<file path="src/logic/shot_pkg.sv">
`default_nettype none

package shot_pkg;

    // Direction of travel, X grows to the right and Y grows downward
    typedef enum logic [1:0] {
        dir_right = 2'd0,
        dir_left  = 2'd1,
        dir_down  = 2'd2,
        dir_up    = 2'd3
    } shot_dir_t;

    typedef enum logic [3:0] {
        st_idle,
        st_clear_index,
        st_check_live,
        st_check_border,
        st_retire,
        st_pick_dir,
        st_step,
        st_advance,
        st_settle,
        st_done
    } move_state_t;

    localparam int DEFAULT_NUM_SHOTS   = 8;
    localparam int DEFAULT_COORD_WIDTH = 6;
    localparam int DEFAULT_X_MAX       = 39; // Right screen edge
    localparam int DEFAULT_Y_MAX       = 29; // Bottom screen edge

endpackage

`default_nettype wire

</file>
<file path="src/logic/move_control.sv">
`timescale 1ns/1ps
`default_nettype none

module move_control import shot_pkg::*; #(
    parameter int NUM_SHOTS = DEFAULT_NUM_SHOTS,
    localparam int INDEX_WIDTH = (NUM_SHOTS > 1) ? $clog2(NUM_SHOTS) : 1
) (
    input  wire                    clock,
    input  wire                    reset,
    input  wire                    move,
    input  wire                    cur_live,
    input  wire                    at_border,
    output logic [INDEX_WIDTH-1:0] sweep_index,
    output logic                   sweep_active,
    output logic                   write_pos,
    output logic                   write_kill,
    output logic                   count_clear,
    output logic                   count_live,
    output logic                   done
);

    localparam logic [INDEX_WIDTH-1:0] LAST_INDEX = INDEX_WIDTH'(NUM_SHOTS - 1);

    move_state_t state;
    move_state_t next_state;
    logic        last_slot;

    assign last_slot = (sweep_index == LAST_INDEX);

    always_ff @(posedge clock or posedge reset) begin
        if (reset) begin
            state <= st_idle;
        end else begin
            state <= next_state;
        end
    end

    // Index follows the state, one slot per pass through st_advance
    always_ff @(posedge clock or posedge reset) begin
        if (reset) begin
            sweep_index <= '0;
        end else if (state == st_clear_index) begin
            sweep_index <= '0;
        end else if (state == st_advance && !last_slot) begin
            sweep_index <= sweep_index + 1'b1;
        end
    end

    always_comb begin
        next_state = state;
        case (state)
            st_idle: begin
                if (move)
                    next_state = st_clear_index; // Later moves ignored until idle
            end
            st_clear_index: begin
                next_state = st_check_live;
            end
            st_check_live: begin
                next_state = cur_live ? st_check_border : st_settle;
            end
            st_check_border: begin
                next_state = at_border ? st_retire : st_pick_dir;
            end
            st_retire: begin
                next_state = st_advance;
            end
            st_pick_dir: begin
                next_state = st_step; // Stepper output settles on cur_dir here
            end
            st_step: begin
                next_state = st_advance;
            end
            st_settle: begin
                next_state = st_advance; // Dead slot
            end
            st_advance: begin
                next_state = last_slot ? st_done : st_check_live;
            end
            st_done: begin
                next_state = st_idle;
            end
            default: begin
                next_state = st_idle;
            end
        endcase
    end

    // Moore outputs
    always_comb begin
        sweep_active = (state != st_idle);
        count_clear  = (state == st_clear_index);
        write_kill   = (state == st_retire);
        write_pos    = (state == st_step);
        count_live   = (state == st_step); // Only stepped shots survive
        done         = (state == st_done);
    end

    done_pulse_a: assert property (@(posedge clock) disable iff (reset)
        done |=> !done);

    index_range_a: assert property (@(posedge clock) disable iff (reset)
        sweep_index <= LAST_INDEX);

endmodule

`default_nettype wire

</file>
<file path="src/logic/shot_census.sv">
`timescale 1ns/1ps
`default_nettype none

module shot_census import shot_pkg::*; #(
    parameter int NUM_SHOTS = DEFAULT_NUM_SHOTS,
    localparam int COUNT_WIDTH = $clog2(NUM_SHOTS + 1)
) (
    input  wire                    clock,
    input  wire                    reset,
    input  wire                    count_clear,
    input  wire                    count_live,
    input  wire                    done,
    output logic [COUNT_WIDTH-1:0] live_count
);

    logic [COUNT_WIDTH-1:0] running_count; // Survivors so far in this sweep
    logic [COUNT_WIDTH-1:0] held_count;    // Result of the last finished sweep

    always_ff @(posedge clock or posedge reset) begin
        if (reset) begin
            running_count <= '0;
            held_count    <= '0;
        end else begin
            if (count_clear)
                running_count <= '0;
            else if (count_live)
                running_count <= running_count + 1'b1;
            if (done)
                held_count <= running_count;
        end
    end

    // New total shows while done is high, then the held copy takes over
    assign live_count = done ? running_count : held_count;

endmodule

`default_nettype wire

</file>
<file path="src/logic/shot_memory.sv">
`timescale 1ns/1ps
`default_nettype none

module shot_memory import shot_pkg::*; #(
    parameter int NUM_SHOTS   = DEFAULT_NUM_SHOTS,
    parameter int COORD_WIDTH = DEFAULT_COORD_WIDTH,
    localparam int INDEX_WIDTH = (NUM_SHOTS > 1) ? $clog2(NUM_SHOTS) : 1
) (
    input  wire                     clock,
    input  wire                     reset,
    input  wire                     fire,
    input  wire shot_dir_t          fire_dir,
    input  wire [COORD_WIDTH-1:0]   fire_x,
    input  wire [COORD_WIDTH-1:0]   fire_y,
    input  wire                     sweep_active,
    input  wire [INDEX_WIDTH-1:0]   sweep_index,
    input  wire                     write_pos,
    input  wire                     write_kill,
    input  wire [COORD_WIDTH-1:0]   next_x,
    input  wire [COORD_WIDTH-1:0]   next_y,
    input  wire [INDEX_WIDTH-1:0]   read_index,
    output logic                    fire_dropped,
    output logic                    cur_live,
    output shot_dir_t               cur_dir,
    output logic [COORD_WIDTH-1:0]  cur_x,
    output logic [COORD_WIDTH-1:0]  cur_y,
    output logic                    read_live,
    output shot_dir_t               read_dir,
    output logic [COORD_WIDTH-1:0]  read_x,
    output logic [COORD_WIDTH-1:0]  read_y
);

    logic [NUM_SHOTS-1:0]   shot_live;
    shot_dir_t              shot_dir [NUM_SHOTS];
    logic [COORD_WIDTH-1:0] shot_x [NUM_SHOTS];
    logic [COORD_WIDTH-1:0] shot_y [NUM_SHOTS];
    logic                   free_found;
    logic [INDEX_WIDTH-1:0] free_slot;
    logic                   fire_accept;

    // Walk down from the top so the lowest free slot wins
    always_comb begin
        free_found = 1'b0;
        free_slot  = '0;
        for (int i = NUM_SHOTS - 1; i >= 0; i--) begin
            if (!shot_live[i]) begin
                free_found = 1'b1;
                free_slot  = INDEX_WIDTH'(i);
            end
        end
    end

    assign fire_accept = fire && !sweep_active && free_found; // Table frozen during a sweep

    always_ff @(posedge clock or posedge reset) begin
        if (reset) begin
            shot_live    <= '0;
            fire_dropped <= 1'b0;
        end else begin
            fire_dropped <= fire && !sweep_active && !free_found; // Full table
            if (fire_accept)
                shot_live[free_slot] <= 1'b1;
            if (write_kill)
                shot_live[sweep_index] <= 1'b0; // Shot left the screen
        end
    end

    always_ff @(posedge clock) begin
        if (fire_accept) begin
            shot_dir[free_slot] <= fire_dir;
            shot_x[free_slot]   <= fire_x;
            shot_y[free_slot]   <= fire_y;
        end
        if (write_pos) begin
            shot_x[sweep_index] <= next_x; // Stepper keeps the idle axis unchanged
            shot_y[sweep_index] <= next_y;
        end
    end

    assign cur_live  = shot_live[sweep_index];
    assign cur_dir   = shot_dir[sweep_index];
    assign cur_x     = shot_x[sweep_index];
    assign cur_y     = shot_y[sweep_index];
    assign read_live = shot_live[read_index];
    assign read_dir  = shot_dir[read_index];
    assign read_x    = shot_x[read_index];
    assign read_y    = shot_y[read_index];

    // A slot is either stepped or retired in one visit, never both
    write_exclusive_a: assert property (@(posedge clock) disable iff (reset)
        !(write_pos && write_kill));

endmodule

`default_nettype wire

</file>
<file path="src/logic/shot_mover_top.sv">
`timescale 1ns/1ps
`default_nettype none

module shot_mover_top import shot_pkg::*; #(
    parameter int NUM_SHOTS   = DEFAULT_NUM_SHOTS,
    parameter int COORD_WIDTH = DEFAULT_COORD_WIDTH,
    parameter int X_MAX       = DEFAULT_X_MAX,
    parameter int Y_MAX       = DEFAULT_Y_MAX,
    localparam int INDEX_WIDTH = (NUM_SHOTS > 1) ? $clog2(NUM_SHOTS) : 1,
    localparam int COUNT_WIDTH = $clog2(NUM_SHOTS + 1)
) (
    input  wire                     clock,
    input  wire                     reset,
    input  wire                     fire,
    input  wire shot_dir_t          fire_dir,
    input  wire [COORD_WIDTH-1:0]   fire_x,
    input  wire [COORD_WIDTH-1:0]   fire_y,
    input  wire                     move,
    input  wire [INDEX_WIDTH-1:0]   read_index,
    output logic                    fire_dropped,
    output logic                    sweep_active,
    output logic                    done,
    output logic [COUNT_WIDTH-1:0]  live_count,
    output logic                    read_live,
    output shot_dir_t               read_dir,
    output logic [COORD_WIDTH-1:0]  read_x,
    output logic [COORD_WIDTH-1:0]  read_y
);

    logic [INDEX_WIDTH-1:0] sweep_index;
    logic                   write_pos;
    logic                   write_kill;
    logic                   count_clear;
    logic                   count_live;
    logic                   cur_live;
    shot_dir_t              cur_dir;
    logic [COORD_WIDTH-1:0] cur_x;
    logic [COORD_WIDTH-1:0] cur_y;
    logic                   at_border;
    logic [COORD_WIDTH-1:0] next_x;
    logic [COORD_WIDTH-1:0] next_y;

    // Input side, the shot table
    shot_memory #(
        .NUM_SHOTS   (NUM_SHOTS),
        .COORD_WIDTH (COORD_WIDTH)
    ) shot_memory_inst (
        .clock        (clock),
        .reset        (reset),
        .fire         (fire),
        .fire_dir     (fire_dir),
        .fire_x       (fire_x),
        .fire_y       (fire_y),
        .sweep_active (sweep_active),
        .sweep_index  (sweep_index),
        .write_pos    (write_pos),
        .write_kill   (write_kill),
        .next_x       (next_x),
        .next_y       (next_y),
        .read_index   (read_index),
        .fire_dropped (fire_dropped),
        .cur_live     (cur_live),
        .cur_dir      (cur_dir),
        .cur_x        (cur_x),
        .cur_y        (cur_y),
        .read_live    (read_live),
        .read_dir     (read_dir),
        .read_x       (read_x),
        .read_y       (read_y)
    );

    move_control #(
        .NUM_SHOTS (NUM_SHOTS)
    ) move_control_inst (
        .clock        (clock),
        .reset        (reset),
        .move         (move),
        .cur_live     (cur_live),
        .at_border    (at_border),
        .sweep_index  (sweep_index),
        .sweep_active (sweep_active),
        .write_pos    (write_pos),
        .write_kill   (write_kill),
        .count_clear  (count_clear),
        .count_live   (count_live),
        .done         (done)
    );

    shot_stepper #(
        .COORD_WIDTH (COORD_WIDTH),
        .X_MAX       (X_MAX),
        .Y_MAX       (Y_MAX)
    ) shot_stepper_inst (
        .cur_dir   (cur_dir),
        .cur_x     (cur_x),
        .cur_y     (cur_y),
        .at_border (at_border),
        .next_x    (next_x),
        .next_y    (next_y)
    );

    // Output side, survivor count
    shot_census #(
        .NUM_SHOTS (NUM_SHOTS)
    ) shot_census_inst (
        .clock       (clock),
        .reset       (reset),
        .count_clear (count_clear),
        .count_live  (count_live),
        .done        (done),
        .live_count  (live_count)
    );

endmodule

`default_nettype wire

</file>
<file path="src/logic/shot_stepper.sv">
`timescale 1ns/1ps
`default_nettype none

module shot_stepper import shot_pkg::*; #(
    parameter int COORD_WIDTH = DEFAULT_COORD_WIDTH,
    parameter int X_MAX       = DEFAULT_X_MAX,
    parameter int Y_MAX       = DEFAULT_Y_MAX
) (
    input  wire shot_dir_t          cur_dir,
    input  wire [COORD_WIDTH-1:0]   cur_x,
    input  wire [COORD_WIDTH-1:0]   cur_y,
    output logic                    at_border,
    output logic [COORD_WIDTH-1:0]  next_x,
    output logic [COORD_WIDTH-1:0]  next_y
);

    localparam logic [COORD_WIDTH-1:0] X_LIMIT = COORD_WIDTH'(X_MAX);
    localparam logic [COORD_WIDTH-1:0] Y_LIMIT = COORD_WIDTH'(Y_MAX);

    // One decode drives both the edge test and the step
    always_comb begin
        at_border = 1'b0;
        next_x    = cur_x;
        next_y    = cur_y;
        case (cur_dir)
            dir_right: begin
                at_border = (cur_x == X_LIMIT);
                next_x    = cur_x + 1'b1;
            end
            dir_left: begin
                at_border = (cur_x == '0);
                next_x    = cur_x - 1'b1;
            end
            dir_down: begin
                at_border = (cur_y == Y_LIMIT);
                next_y    = cur_y + 1'b1;
            end
            dir_up: begin
                at_border = (cur_y == '0); // Top edge
                next_y    = cur_y - 1'b1;
            end
            default: begin
                at_border = 1'b0;
            end
        endcase
    end

endmodule

`default_nettype wire

</file>
<file path="config.mk">
export PLATFORM = sky130hd
export DESIGN_NAME = shot_mover_top
export DESIGN_NICKNAME = d
export VERILOG_FILES = /design/src/logic/shot_pkg.sv /design/src/logic/move_control.sv /design/src/logic/shot_census.sv /design/src/logic/shot_memory.sv /design/src/logic/shot_mover_top.sv /design/src/logic/shot_stepper.sv
export SDC_FILE = /design/constraint.sdc
export NUM_CORES = 1
export LEC_CHECK = 0
export BUFFER_PORTS_ARGS = -buffer_cell sky130_fd_sc_hd__buf_2
export CAP_MARGIN = 20
export CORE_MARGIN = 5
export CORE_UTILIZATION = 40
export CTS_BUF_LIST = sky130_fd_sc_hd__clkbuf_16
export DETAILED_ROUTE_END_ITERATION = 8
export PLACE_DENSITY = 0.66
export SKIP_LAST_GASP = 1
export SLEW_MARGIN = 20
export SYNTH_ARGS = -nofsm -noshare
export SYNTH_HDL_FRONTEND = slang
export SYNTH_SLANG_ARGS = --single-unit
</file>
<file path="constraint.sdc">
create_clock -name clock -period 4.9 [get_ports clock]
set_input_delay 0.49 -clock clock [delete_from_list [all_inputs] [get_ports clock]]
set_output_delay 0.49 -clock clock [all_outputs]
set_load 0.1 [all_outputs]
</file>
==> results of run 1 <==
kinds of logic (layout without fill, tap and decap cells):
family / count (synthesis) / in the layout
buffers and inverters: 44 / 89
adders and majority gates: 5 / 5
and+or+nand+nor: 144 / 144
muxes: 91 / 91
AOI/OAI and AO/OA: 91 / 91
DFF: 136 / 136
xor gates and xnor gates: 15 / 15
power groups by stage:
stage	Clock (mW)	Combinational, mW	Sequential (mW)
finish	1.30	2.21	1.78
global route	1.37	2.40	1.80
CTS	1.31	2.20	1.77
detailed placement	0	2.19	1.79
global placement	0	2.14	1.78
floorplan	0	1.81	1.62
registers in the layout, summed over array words and instances, names as in the netlist:
signal	cells
shot_memory_inst.shot_x	48
shot_census_inst.running_count	4
shot_memory_inst.shot_live	8
shot_memory_inst.shot_y	48
move_control_inst.sweep_index	3
shot_census_inst.held_count	4
move_control_inst.state	4
shot_memory_inst.fire_dropped	1
shot_memory_inst.shot_dir	16
cells in the mapped netlist (2+ instances only):
| cell type | number | share of area, % |
|---|---|---|
| a21oi_1 | 17 | 1.2 |
| nor4_1 | 3 | 0.26 |
| a21o_1 | 2 | 0.21 |
| nand4_1 | 3 | 0.26 |
| o32ai_1 | 3 | 0.36 |
| or3_1 | 4 | 0.35 |
| dfrtp_1 | 24 | 8.3 |
| and2_1 | 5 | 0.43 |
| o21ai_1 | 3 | 0.21 |
| mux2i_1 | 17 | 2.3 |
| mux2i_4 | 3 | 0.93 |
| xnor2_1 | 8 | 0.97 |
| and3b_1 | 2 | 0.24 |
| a221oi_1 | 6 | 0.73 |
| o221ai_1 | 3 | 0.36 |
| a22oi_1 | 4 | 0.41 |
| o21ai_0 | 19 | 1.3 |
| nor3_1 | 9 | 0.62 |
| nand2b_1 | 6 | 0.52 |
| a21boi_0 | 4 | 0.41 |
| nand3_1 | 14 | 0.97 |
| o2bb2ai_1 | 2 | 0.24 |
| a211oi_1 | 3 | 0.31 |
| xor2_1 | 7 | 0.85 |
| ha_1 | 5 | 0.86 |
| nand2_1 | 36 | 1.9 |
| mux2_2 | 27 | 4.2 |
| clkbuf_1 | 15 | 0.78 |
| mux4_1 | 3 | 1.1 |
| edfxtp_1 | 112 | 46 |
| a211o_1 | 3 | 0.36 |
| a31oi_1 | 3 | 0.26 |
| o22ai_1 | 2 | 0.17 |
| a22o_1 | 3 | 0.36 |
| and3_1 | 6 | 0.52 |
| buf_1 | 4 | 0.21 |
| buf_4 | 3 | 0.31 |
| buf_2 | 11 | 0.76 |
| a2bb2oi_1 | 6 | 0.73 |
| or3b_2 | 3 | 0.36 |
| inv_1 | 10 | 0.52 |
| nor2_1 | 36 | 1.9 |
| mux4_2 | 41 | 13 |
| nor2b_1 | 10 | 0.86 |
final timing paths:
kind	end	slack (ps)	depth (start not counted)
max	shot_memory_inst.shot_x[3][4]	680	10
min	shot_memory_inst.fire_dropped	150	2
max reg2reg	shot_memory_inst.shot_x[3][4]	680	10
min reg2reg	shot_census_inst.held_count[3]	500	1
max in group asynchronous	move_control_inst.sweep_index[1]	4290	2
min in group clock	shot_memory_inst.shot_dir[3][1]	340	1
metrics by stage:
step / worst slack [ps] / hold WS [ps] / power (mW)
floorplan: 281 / 499 / 3.43
global placement: 972 / 485 / 3.91
detailed placement: 730 / 488 / 3.98
CTS: 711 / 306 / 5.28
global route: 329 / 201 / 5.57
finish: 684 / 147 / 5.29
critical path, stage by stage (launching register included):
cell     delay [ps]
dfrtp_2         840
mux4_1          720
mux2i_4         520
nand2_1         180
xnor2_1         170
ha_1            230
nor3_1          190
and3_1          170
o21ai_0         100
xnor2_1         180
o21ai_0         590
final cells by class:
class	instances	area [um^2]
fill	1565	9660
multi-input combinational	346	3100
clock buffer	17	425
tap	229	287
timing repair buffer	48	258
sequential	136	3970
clock inverter	14	171
inverter	10	37.5
routing by layer:
metal / share of wire (%) / GRT usage (%)
met5: 0 / 0
met2: 47 / 28.9
met3: 5.7 / 4.63
met1: 44 / 25.8
met4: 2.9 / 6.04
==> flow_summary.toml, run 1 <==
[synthesis]
yosys.area_share.simple_pct = 9.95
synth_fp_nets = 552
synth_area_per_cell_um2 = 13.8
postSynthCellCount = 526
synth-xor-area-share_pct = 1.81
synth_warnings = 0
ys_types = 60
muxShareOfSynthArea_pct = 21.3
syn-cell-area_um2 = 7240
ys.flop_type = "edfxtp_1"
synth_edf_count = 112
synthAdderAreaFrac_pct = 0.864
seq_area_frac_synth_pct = 54.7
async_reset_ff_share_pct = 17.6
synth_top_family_by_area = "multiplexers"
ys_ff_latch = 136
synth_compound_area_share_pct = 8.60

[global_route]
antenna_found_initial = 0
track_usage_pct = 18.6
grt_overflow = 0
grt_pass1_wl_mm = 28.8
grt_pass1_vias = 4980
grt_max_degree = 33

[pwr]
max-vdd-ir-drop_mv = 0.393
pwr-share-comb_pct = 41.9
switching_power_mw = 2.14
internal-power_mw = 3.15
clockPowerShare_pct = 24.5
switching_share_pct = 40.5
leakagePower_nw = 2.90
seq_power_share_pct = 33.6
p_per_area_nw_per_um2 = 641

[clocking]
post_cts_buffers = 0
postCtsHoldBufs = 0
cts-root-buf = "clkbuf_16"
cts.repair.resized = 0
cts_max_path_buffers = 2
htreeDepth = 4
cts_tree = "done"
clk_latency_ps = 430
path_clk_slew_ps = 60
numClockSinks = 136
cts_buffers = 17

[floorplan]
placementRows = 49
initial_core_util_pct = 40.5
io_pins = 43
core-area_um2 = 17900
die-area_um2 = 20900
die_w_um = 145
chipHeight_um = 145

[place]
dpl.cell_count = 769
routabilityCongestion = 0.953
portBuffers = 42
place_hpwl_mm = 12.2
place_area_um2 = 7650

[timing]
fin_crit_sh_pct = 86.0
tightest_slew_ps = 1080
fmaxAchievable_ghz = 0.237
rsz0062_at_grt = "false"
hold_viol = 0
finalSetupTns_ps = 0
setup_violations = 0
period_needed_ps = 4220
drv_slew = 0
maxSlewHeadroom_pct = 28.1
clock_skew_ps = 11.4

[worst_setup_path]
reg2reg_from = "move_control_inst.sweep_index[1]"
critPathLaunch = "move_control_inst.sweep_index[1]"
required_ps = 5020
cp-start-kind = "register"
end_kind = "register"
critical_path_class = "register to register"
worstPathArrival_ps = 4340
worst-path-max-fanout = 32

[final_layout]
final_nets = 585
drive_gt1_share_pct = 28.7
mostFrequentLayoutCell = "edfxtp_1"
final_area_um2 = 8250
fin_cells = 800
utilization_pct = 46.1
area_growth_syn_to_layout_pct = 13.8
final_cell_mix = "edfxtp_1 (112), mux4_2 (41), buf_2 (41), nand2_1 (36), nor2_1 (28)"
diodes = 0

[worst_hold_path]
hold_class = "input pin to asynchronous set/reset pin"

[job]
cap_violations = 0

[drt]
via_per_inst = 6.04
routed_wl_mm = 18.4
via_count = 4833
ant_nets = 0
drc = 0
wire_per_inst_um = 23.0
drtIter0Drc = 539
dr.pass1.iters = 5

[outcome]
status = "finished, final reports clean"
(Power assumes the default switching activity.)
==> run 2: changes to the inputs <==
- CORE_ASPECT_RATIO: not set -> 0.75
==> run 2 against run 1 <==
Count of clock-buffer cells in the layout unchanged. Register-to-register slack better by 80 ps. Largest power group unchanged. Clock skew down 3.4 ps. Sequential power about the same. Worst hold slack worse by 130 ps. First-iteration DRC count down 17%. Cell count up 2.1%. Critical path depth unchanged. Flip-flop and latch count unchanged. Critical path type unchanged. Sequential share of layout area down 0.39 points. Via count up 0.83%.
==> flow_summary.toml, run 2 (synthesis gave the netlist of run 1 again) <==
[timing]
clock_skew_ps = 8.02
hold_viol = 0
rsz0062_at_grt = "false"
drv_slew = 0
setup_violations = 0
fmaxAchievable_ghz = 0.242
fin_crit_sh_pct = 84.3
maxSlewHeadroom_pct = 26.8
worst_hold_slack_ps = 12.4
period_needed_ps = 4130
tightest_slew_ps = 1100
finalSetupTns_ps = 0

[pwr]
leakagePower_nw = 2.94
p_per_area_nw_per_um2 = 643
max-vdd-ir-drop_mv = 0.278
total_power_mw = 5.35

[final_layout]
drive_gt1_share_pct = 28.7
top_regs = "shot_memory_inst.shot_x (48), shot_memory_inst.shot_y (48), shot_memory_inst.shot_dir (16)"
final_nets = 588
mostFrequentLayoutCell = "edfxtp_1"
area_growth_syn_to_layout_pct = 14.8
utilization_pct = 47.0
diodes = 0
final_cell_mix = "edfxtp_1 (112), mux4_2 (41), buf_2 (41), nand2_1 (36), nor2_1 (29)"
fin_cells = 817

[global_route]
grt_overflow = 0
antenna_found_initial = 0
grt_pass1_wl_mm = 28.9
grt_max_degree = 41
grt_pass1_vias = 4934
track_usage_pct = 18.4

[floorplan]
die_w_um = 165
placementRows = 42
io_pins = 43
initial_core_util_pct = 40.9
die-area_um2 = 20900
chipHeight_um = 127
core-area_um2 = 17700

[clocking]
cts.repair.resized = 0
postCtsHoldBufs = 0
cts-root-buf = "clkbuf_16"
clk_latency_ps = 420
cts_buffers = 17
htreeDepth = 4
cts_tree = "done"
post_cts_buffers = 0
cts_max_path_buffers = 2
path_clk_slew_ps = 60
numClockSinks = 136

[drt]
via_per_inst = 5.96
ant_nets = 0
drtIter0Drc = 449
wire_per_inst_um = 22.8
drc = 0
routed_wl_mm = 18.6
dr.pass1.iters = 6
via_count = 4873

[worst_setup_path]
path_buf_inv = 0
path_delay_family = "multiplexers"
worst-path-max-fanout = 28
cp-start-kind = "register"
critical_path_class = "register to register"
end_kind = "register"
required_ps = 5010
crit_path_cell_trace = "mux4_1 > mux2i_4 > nand2_1 > xnor2_1 > ha_1 > nor3_1 > and3_1 > o21ai_0 > xnor2_1 > o21ai_0"
worstPathArrival_ps = 4250
max_stage_delay_ps = 850
crit_slowest_cell = "dfrtp_2"

[place]
portBuffers = 42
dpl.cell_count = 784
routabilityCongestion = 0.887
place_hpwl_mm = 12.7

[job]
cap_violations = 0

[outcome]
status = "finished, final reports clean"

[worst_hold_path]
hold_class = "input pin to asynchronous set/reset pin"
-- run 2: cell count changes in the layout (fill, tap and decap cells not counted), sizes merged --
cell      previous run  this run
inv                 13        10
clkinvlp             2         1
bufinv               3         4
buf                 48        51
clkinv               6        10
-- run 2: worst register-to-register path, stage by stage (launching register included) --
cell,delay (ps)
dfrtp_2,850
mux4_1,730
mux2i_4,350
nand2_1,160
xnor2_1,170
ha_1,240
nor3_1,220
and3_1,170
o21ai_0,130
xnor2_1,200
o21ai_0,620
-- run 2: area by class of cell --
type                            count  area [um^2]
Clock inverter                     15          184
Sequential cell                   136         3970
Tap cell                          242          303
Fill cell                        1554         9390
Timing Repair Buffer               51          300
Multi-Input combinational cell    346         3100
Inverter                           10         37.5
Clock buffer                       17          425
-- run 2: through the flow --
step	setup slack [ps]	cell area [um^2]
3_5_place_dp	839	7680
2_1_floorplan	281	7240
6_report	767	8320
3_3_place_gp	1120	7680
5_1_grt	486	8320
4_1_cts	827	8290
-- run 2: path summary, 6_finish.rpt --
check	slack [ps]	depth (start not counted)	to	from
max	770	10	shot_memory_inst.shot_x[4][4]	move_control_inst.sweep_index[1]
min	10	2	shot_census_inst.running_count[0]	reset
max reg2reg	770	10	shot_memory_inst.shot_x[4][4]	move_control_inst.sweep_index[1]
min reg2reg	500	1	shot_census_inst.held_count[0]	shot_census_inst.held_count[0]
max in group asynchronous	4480	3	move_control_inst.sweep_index[1]	reset
min in group clock	370	1	shot_memory_inst.shot_dir[6][0]	fire_dir[0]
-- run 2: where the power goes --
| part | leakage (nW) | switching, mW | internal, mW |
|---|---|---|---|
| Combinational | 1.32 | 1.42 | 0.818 |
| Sequential | 1.32 | 0.251 | 1.55 |
| Clock | 0.297 | 0.469 | 0.842 |
-- run 2: metal layers --
| layer | global-route usage (%) | routed length (um) | vias up | share of wire, % |
|---|---|---|---|---|
| met2 | 28.1 | 8710 | 234 | 47 |
| met1 | 25.7 | 8040 | 2471 | 43 |
| li1 | - | - | 2145 | - |
| met5 | 0 | 0 | - | 0 |
| met4 | 5.19 | 285 | 0 | 1.5 |
| met3 | 5.42 | 1570 | 23 | 8.4 |
